==> src/sha256_pkg.sv <==
`default_nettype none

package sha256_pkg;

	typedef logic [31:0]  sha_word_t;    // One message or state word
	typedef logic [511:0] sha_block_t;   // 16 words, first word in top bits
	typedef logic [255:0] sha_digest_t;  // 8 words, a in top bits
	typedef logic [2:0]   sha_nbytes_t;  // Valid bytes in a word, 1 to 4

	////////////////////////////////////////////////////////////////////////////
	// FIPS 180-4 round constants

	localparam sha_word_t SHA_K [0:63] = '{
		32'h428a2f98, 32'h71374491, 32'hb5c0fbcf, 32'he9b5dba5,
		32'h3956c25b, 32'h59f111f1, 32'h923f82a4, 32'hab1c5ed5,
		32'hd807aa98, 32'h12835b01, 32'h243185be, 32'h550c7dc3,
		32'h72be5d74, 32'h80deb1fe, 32'h9bdc06a7, 32'hc19bf174,
		32'he49b69c1, 32'hefbe4786, 32'h0fc19dc6, 32'h240ca1cc,
		32'h2de92c6f, 32'h4a7484aa, 32'h5cb0a9dc, 32'h76f988da,
		32'h983e5152, 32'ha831c66d, 32'hb00327c8, 32'hbf597fc7,
		32'hc6e00bf3, 32'hd5a79147, 32'h06ca6351, 32'h14292967,
		32'h27b70a85, 32'h2e1b2138, 32'h4d2c6dfc, 32'h53380d13,
		32'h650a7354, 32'h766a0abb, 32'h81c2c92e, 32'h92722c85,
		32'ha2bfe8a1, 32'ha81a664b, 32'hc24b8b70, 32'hc76c51a3,
		32'hd192e819, 32'hd6990624, 32'hf40e3585, 32'h106aa070,
		32'h19a4c116, 32'h1e376c08, 32'h2748774c, 32'h34b0bcb5,
		32'h391c0cb3, 32'h4ed8aa4a, 32'h5b9cca4f, 32'h682e6ff3,
		32'h748f82ee, 32'h78a5636f, 32'h84c87814, 32'h8cc70208,
		32'h90befffa, 32'ha4506ceb, 32'hbef9a3f7, 32'hc67178f2
	};

	// Initial hash value, H0[0] first
	localparam sha_digest_t SHA_H0 = {
		32'h6a09e667, 32'hbb67ae85,
		32'h3c6ef372, 32'ha54ff53a,
		32'h510e527f, 32'h9b05688c,
		32'h1f83d9ab, 32'h5be0cd19
	};

endpackage

`default_nettype wire

==> src/sha256_padder.sv <==
`timescale 1ns/10ps
`default_nettype none

module sha256_padder (
	input  logic                    clk,
	input  logic                    rst_n,
	input  logic                    start,
	input  logic                    update,
	input  sha256_pkg::sha_word_t   data_in,
	input  sha256_pkg::sha_nbytes_t nbytes,
	input  logic                    finalize,
	input  logic                    done,
	output logic                    word_ready,
	output logic                    block_strobe,
	output sha256_pkg::sha_block_t  block,
	output logic                    last_block
);

	import sha256_pkg::*;

	logic [3:0]  wcnt;        // Words held in the current block
	logic [63:0] byte_cnt;    // Message bytes so far
	logic        marker_set;  // 0x80 already placed by a partial word
	logic        busy;        // Block out at the compressor
	logic        len_pend;    // Length-only block still owed

	logic        accept;
	logic        fin_go;
	logic        len_go;
	logic [8:0]  slot;        // Bit offset of word wcnt
	logic [4:0]  used;        // Words occupied once the marker is in
	logic        two_blk;
	logic [63:0] bit_len;
	sha_word_t   in_word;
	sha_block_t  padded;

	assign word_ready = !busy;
	assign accept     = update && word_ready;
	assign fin_go     = finalize && word_ready;
	assign len_go     = done && len_pend;

	assign slot    = {4'd15 - wcnt, 5'd0};
	assign used    = {1'b0, wcnt} + {4'd0, !marker_set};
	assign two_blk = used > 5'd14;  // No room left for the length words
	assign bit_len = {byte_cnt[60:0], 3'b000};

	// Partial word gets its 0x80 right away, valid bytes are left aligned
	always_comb begin
		case (nbytes)
			3'd1:    in_word = {data_in[31:24], 8'h80, 16'h0000};
			3'd2:    in_word = {data_in[31:16], 8'h80, 8'h00};
			3'd3:    in_word = {data_in[31:8], 8'h80};
			default: in_word = data_in;
		endcase
	end

	// Closing block built in one step at finalize
	always_comb begin
		padded = block;
		if (!marker_set)
			padded[slot +: 32] = 32'h8000_0000;
		if (!two_blk)
			padded[63:0] = bit_len;  // Length fits in words 14 and 15
	end

	////////////////////////////////////////////////////////////////////////////
	// Block buffer

	always_ff @(posedge clk) begin
		if (start)
			block <= '0;
		else if (accept)
			block[slot +: 32] <= in_word;
		else if (fin_go)
			block <= padded;
		else if (block_strobe)
			block <= '0;             // Compressor took its copy on this edge
		else if (len_go)
			block[63:0] <= bit_len;  // Zero fill already in place
	end

	////////////////////////////////////////////////////////////////////////////
	// Counters and block issue

	always_ff @(posedge clk or negedge rst_n) begin
		if (!rst_n) begin
			wcnt         <= '0;
			byte_cnt     <= '0;
			marker_set   <= 1'b0;
			busy         <= 1'b0;
			len_pend     <= 1'b0;
			block_strobe <= 1'b0;
			last_block   <= 1'b0;
		end else begin
			block_strobe <= 1'b0;
			if (start) begin
				wcnt       <= '0;
				byte_cnt   <= '0;
				marker_set <= 1'b0;
				busy       <= 1'b0;
				len_pend   <= 1'b0;
			end else if (accept) begin
				wcnt     <= wcnt + 4'd1;  // Wraps to 0 on the 16th word
				byte_cnt <= byte_cnt + {61'd0, nbytes};
				if (nbytes != 3'd4)
					marker_set <= 1'b1;
				if (wcnt == 4'd15) begin
					block_strobe <= 1'b1;
					busy         <= 1'b1;
					last_block   <= 1'b0;
				end
			end else if (fin_go) begin
				wcnt         <= '0;
				block_strobe <= 1'b1;
				busy         <= 1'b1;
				last_block   <= !two_blk;
				len_pend     <= two_blk;
			end else if (done) begin
				if (len_pend) begin
					block_strobe <= 1'b1;  // Stay busy for the length block
					last_block   <= 1'b1;
					len_pend     <= 1'b0;
				end else begin
					busy <= 1'b0;
				end
			end
		end
	end

endmodule

`default_nettype wire

==> src/sha256_compress.sv <==
`timescale 1ns/10ps
`default_nettype none

module sha256_compress (
	input  logic                    clk,
	input  logic                    rst_n,
	input  logic                    block_strobe,
	input  sha256_pkg::sha_block_t  block,
	input  sha256_pkg::sha_digest_t chain_in,
	output logic                    done,
	output sha256_pkg::sha_digest_t chain_out
);

	import sha256_pkg::*;

	function automatic sha_word_t rotr(input sha_word_t x, input int n);
		return (x >> n) | (x << (32 - n));
	endfunction

	function automatic sha_word_t bsig0(input sha_word_t x);
		return rotr(x, 2) ^ rotr(x, 13) ^ rotr(x, 22);
	endfunction

	function automatic sha_word_t bsig1(input sha_word_t x);
		return rotr(x, 6) ^ rotr(x, 11) ^ rotr(x, 25);
	endfunction

	function automatic sha_word_t ssig0(input sha_word_t x);
		return rotr(x, 7) ^ rotr(x, 18) ^ (x >> 3);
	endfunction

	function automatic sha_word_t ssig1(input sha_word_t x);
		return rotr(x, 17) ^ rotr(x, 19) ^ (x >> 10);
	endfunction

	sha_word_t   a, b, c, d, e, f, g, h;  // Working variables
	sha_word_t   w [0:15];                // w[i] holds W[t+i]
	sha_word_t   t1, t2;
	sha_word_t   a_n, e_n;
	sha_word_t   w_new;                   // W[t+16]
	sha_digest_t nxt;                     // Variables after this round
	logic [5:0]  rnd;
	logic        busy;
	logic        last_rnd;

	assign last_rnd = busy && (rnd == 6'd63);

	////////////////////////////////////////////////////////////////////////////
	// One round

	always_comb begin
		t1    = h + bsig1(e) + ((e & f) ^ (~e & g)) + SHA_K[rnd] + w[0];
		t2    = bsig0(a) + ((a & b) ^ (a & c) ^ (b & c));
		a_n   = t1 + t2;
		e_n   = d + t1;
		nxt   = {a_n, a, b, c, e_n, e, f, g};  // Others just shift down
		w_new = ssig1(w[14]) + w[9] + ssig0(w[1]) + w[0];
	end

	always_ff @(posedge clk) begin
		if (block_strobe) begin
			{a, b, c, d, e, f, g, h} <= chain_in;
			for (int i = 0; i < 16; i++)
				w[i] <= block[(15 - i) * 32 +: 32];
		end else if (busy) begin
			{a, b, c, d, e, f, g, h} <= nxt;
			for (int i = 0; i < 15; i++)
				w[i] <= w[i + 1];  // Slide the schedule window
			w[15] <= w_new;
			// Feed-forward folded into round 63
			if (last_rnd) begin
				for (int i = 0; i < 8; i++)
					chain_out[i * 32 +: 32] <= chain_in[i * 32 +: 32] + nxt[i * 32 +: 32];
			end
		end
	end

	////////////////////////////////////////////////////////////////////////////
	// Round counter

	always_ff @(posedge clk or negedge rst_n) begin
		if (!rst_n) begin
			busy <= 1'b0;
			rnd  <= '0;
			done <= 1'b0;
		end else begin
			done <= 1'b0;
			if (block_strobe) begin
				busy <= 1'b1;
				rnd  <= '0;
			end else if (busy) begin
				rnd <= rnd + 6'd1;
				if (last_rnd) begin
					busy <= 1'b0;
					done <= 1'b1;  // 65 cycles after the strobe
				end
			end
		end
	end

endmodule

`default_nettype wire

==> src/streaming_sha256.sv <==
`timescale 1ns/10ps
`default_nettype none

module streaming_sha256 (
	input  logic                    clk,
	input  logic                    rst_n,
	input  logic                    start,
	input  logic                    update,
	input  sha256_pkg::sha_word_t   data_in,
	input  sha256_pkg::sha_nbytes_t nbytes,
	input  logic                    finalize,
	output logic                    word_ready,
	output logic                    digest_valid,
	output sha256_pkg::sha_digest_t digest
);

	import sha256_pkg::*;

	sha_block_t  blk;
	logic        block_strobe;
	logic        last_block;
	logic        done;
	sha_digest_t chain;      // Chaining state
	sha_digest_t chain_out;

	sha256_padder u_padder (
		.clk          (clk),
		.rst_n        (rst_n),
		.start        (start),
		.update       (update),
		.data_in      (data_in),
		.nbytes       (nbytes),
		.finalize     (finalize),
		.done         (done),
		.word_ready   (word_ready),
		.block_strobe (block_strobe),
		.block        (blk),
		.last_block   (last_block)
	);

	sha256_compress u_compress (
		.clk          (clk),
		.rst_n        (rst_n),
		.block_strobe (block_strobe),
		.block        (blk),
		.chain_in     (chain),
		.done         (done),
		.chain_out    (chain_out)
	);

	// Digest held until the next last block, so it survives a new start
	always_ff @(posedge clk) begin
		if (start)
			chain <= SHA_H0;
		else if (done)
			chain <= chain_out;
		if (done && last_block)
			digest <= chain_out;
	end

	always_ff @(posedge clk or negedge rst_n) begin
		if (!rst_n)
			digest_valid <= 1'b0;
		else
			digest_valid <= done && last_block;
	end

endmodule

`default_nettype wire

==> config.mk <==
export PLATFORM = sky130hd
export DESIGN_NAME = streaming_sha256
export DESIGN_NICKNAME = d
export VERILOG_FILES = /design/src/sha256_pkg.sv /design/src/sha256_padder.sv /design/src/sha256_compress.sv /design/src/streaming_sha256.sv
export SDC_FILE = /design/constraint.sdc
export NUM_CORES = 2
export LEC_CHECK = 0
export CAP_MARGIN = 20
export CORE_MARGIN = 5
export CORE_UTILIZATION = 35
export DETAILED_ROUTE_END_ITERATION = 8
export DONT_BUFFER_PORTS = 1
export HOLD_SLACK_MARGIN = 0.1
export PLACE_DENSITY_LB_ADDON = 0.08
export SKIP_LAST_GASP = 1
export SYNTH_ARGS = -nofsm -noshare
export SYNTH_HDL_FRONTEND = slang
export SYNTH_SLANG_ARGS = --single-unit
==> constraint.sdc <==
create_clock -name clk -period 17.9 [get_ports clk]
set_input_delay 0.895 -clock clk [delete_from_list [all_inputs] [get_ports clk]]
set_output_delay 0.895 -clock clk [all_outputs]
set_load 0.01 [all_outputs]
==> impl_metrics.yaml <==
run_status:
  status: "finished, violations left"
  violations: "slew limit"
finish:
  multi_input_area_mm2: 0.0471
  final_cell_area_mm2: 0.118
  finalNetCount: 9490
  register_area_mm2: 0.0558
  drive_gt1_share_pct: 15.2
  syn_to_final_growth_pct: 12.0
  final_util_pct: 39.5
  n_fill_cell: 28700
logic_synthesis:
  synth-seq-cells: 2127
  syn_avg_cell_area_um2: 11.8
  synth_top_area_cell: "edfxtp_1"
  ys_types: 91
  yosysMostFrequentCell: "edfxtp_1"
  synth_area_mm2: 0.106
  synthDominantCellAreaShare_pct: 36.3
  syn_inst: 8994
  synthArstFlopShare_pct: 3.71
  ys_seq_area_share_pct: 52.8
  synth_edf_count: 1280
  ys_top_cells_by_count: "edfxtp_1 (1,280), nor2_1 (945), dfxtp_1 (768), mux2_2 (750), a22oi_1 (496)"
  ys_top_cells_by_area: "edfxtp_1 (36%), dfxtp_1 (15%), mux2_2 (8.0%)"
  synth-main-ff-cell: "edfxtp_1"
  yosysWarnings: 0
  synth_nets: 9635
critical_path:
  critical_path_class: "reg2reg"
  crit_top_cell: "fa_1"
  path_buf_inv: 5
  crit_required_ns: 18.56
  path_delay_family: "adder cells"
  cp_slowest_cell: "ha_1"
  worstSetupEndpointType: "flip-flop"
  crit_path_max_fanout: 27
  critPathArrivalTime_ns: 12.52
  cpPeakStageDelay_ns: 0.73
  start_kind: "flip-flop"
timing:
  fin_worst_skew_ns: 0.0685
  period_share_pct: 66.3
  setup_violations: 0
  rsz0062_at_grt: "no"
  slew_viol_final: 80
  worst_pin_slew_ns: 1.58
  setup_tns_ns: 0
  fin_crit_ns: 11.86
  max_freq_mhz: 84.3
  final-hold-violation-count: 0
  relSlewSlack_pct: -5.63
floorplan:
  die_y_um: 560
  die_w_um: 560
  io_pins: 298
  initial_core_util_pct: 35.2
  core.rowCount: 201
  die_area_mm2: 0.313
  core-area_mm2: 0.300
detailed_routing:
  post-route-drc-count: 0
  via_per_inst: 5.40
  vias: 70400
  drt_iter0_drc: 5632
  routed_wl_um: 374000
  first_pass_iters: 7
  ant_nets: 0
  drt-wirelength-per-cell_um: 28.7
placement:
  port_buffers: 0
  hpwl_um: 262000
  gp_congestion: 0.912
  post_dp_cell_area_mm2: 0.110
grt:
  grt_pass1_vias: 69500
  overflow: 0
  antenna_found_initial: 19
  grt_max_degree: 701
  grt_pass1_wl_um: 530000
  grt_use_total_pct: 23.0
cts:
  clk-insertion-delay-late_ns: 0.94
  worst_setup_hold_path_clk_slew_ns: 0.06
  cts_hold_buf: 10
  htreeDepth: 4
  cts_buffer_depth: 4
  numCtsBuffers: 242
  cts_setup_buffers: 0
  ctsResizeCount: 0
  cts-root-buf: "clkbuf_16"
  cts_sinks: 2127
  cts_tree: "yes"
run:
  max_cap_violations: 0
worst_hold_path:
  min_path_type: "in2reg"
final cells by class:
class,instances,share of cell area [%]
inverters,307,0.977
clock inverters,118,1.15
repair buffers,138,1.05
flip-flops and latches,2127,47.1
diodes,8,0.0169
multi-input cells,6033,39.8
well taps,3958,4.18
clock buffers,339,5.78
cells in the final DEF (no fill, tap or decap), types with 183 or more instances in the layout:
master	count
a21oi_1	399
a22oi_1	496
clkbuf_16	245
dfxtp_1	768
edfxtp_1	1280
fa_1	196
ha_1	405
inv_1	304
mux2_2	750
mux2i_1	272
nand2_1	417
nor2_1	932
o21ai_0	263
xnor2_1	449
xor2_1	183
final timing paths:
check / slack, ns / end / cells past startpoint / startpoint
min reg2reg: 0.44 / digest[9] / 0 / u_compress.chain_out[9]
min: 0.20 / chain[183] / 1 / start
max: 6.04 / u_compress.chain_out[255] / 42 / u_compress.rnd[0]
min in group asynchronous: 0.49 / digest_valid / 2 / rst_n
max in group asynchronous: 16.79 / u_compress.done / 2 / rst_n
max reg2reg: 6.04 / u_compress.chain_out[255] / 42 / u_compress.rnd[0]
state kept, by name, summed over array words and instances (netlist names), 4 cells and up:
signal and cells:
chain 256, digest 256, u_compress.a 32, u_compress.b 32, u_compress.c 32, u_compress.chain_out 256
u_compress.d 32, u_compress.e 32, u_compress.f 32, u_compress.g 32, u_compress.h 32, u_compress.rnd 6
u_compress.w 512, u_padder.block 512, u_padder.byte_cnt 61, u_padder.wcnt 4
per-layer routing:
metal / GRT usage, % / vias to the layer above / share of wire [%]
met5: 0 / - / 0.010
met4: 5.72 / 6 / 2.5
met3: 2.48 / 399 / 4.1
met2: 38.3 / 1811 / 48
met1: 32.1 / 35800 / 46
li1: - / 32400 / -
cells by family after synthesis:
| group | Yosys count | share of synthesized area [%] |
|---|---|---|
| AND/OR/NAND/NOR | 1905 | 7.94 |
| AO/OA/AOI/OAI | 1844 | 11.6 |
| XOR/XNOR | 634 | 5.28 |
| multiplexers | 1030 | 10.7 |
| adder cells (fa/ha/maj) | 620 | 8.68 |
| flip-flops | 2127 | 52.8 |
| buffers and inverters | 834 | 2.97 |
metrics by stage:
| stage | cells | hold slack [ns] | setup WS, ns |
|---|---|---|---|
| global placement | 12500 | 0.436 | 6.07 |
| detailed placement | 12500 | 0.435 | 6.11 |
| floorplan | 8994 | 0.426 | 5.05 |
| finish | 13000 | 0.202 | 6.04 |
| global route | 13000 | 0.111 | 5.37 |
| CTS | 13000 | 0.107 | 6.12 |
Power is left out: the tool's default activity adds up to more than one toggle a clock period on the data nets, which glitch-free logic cannot reach.
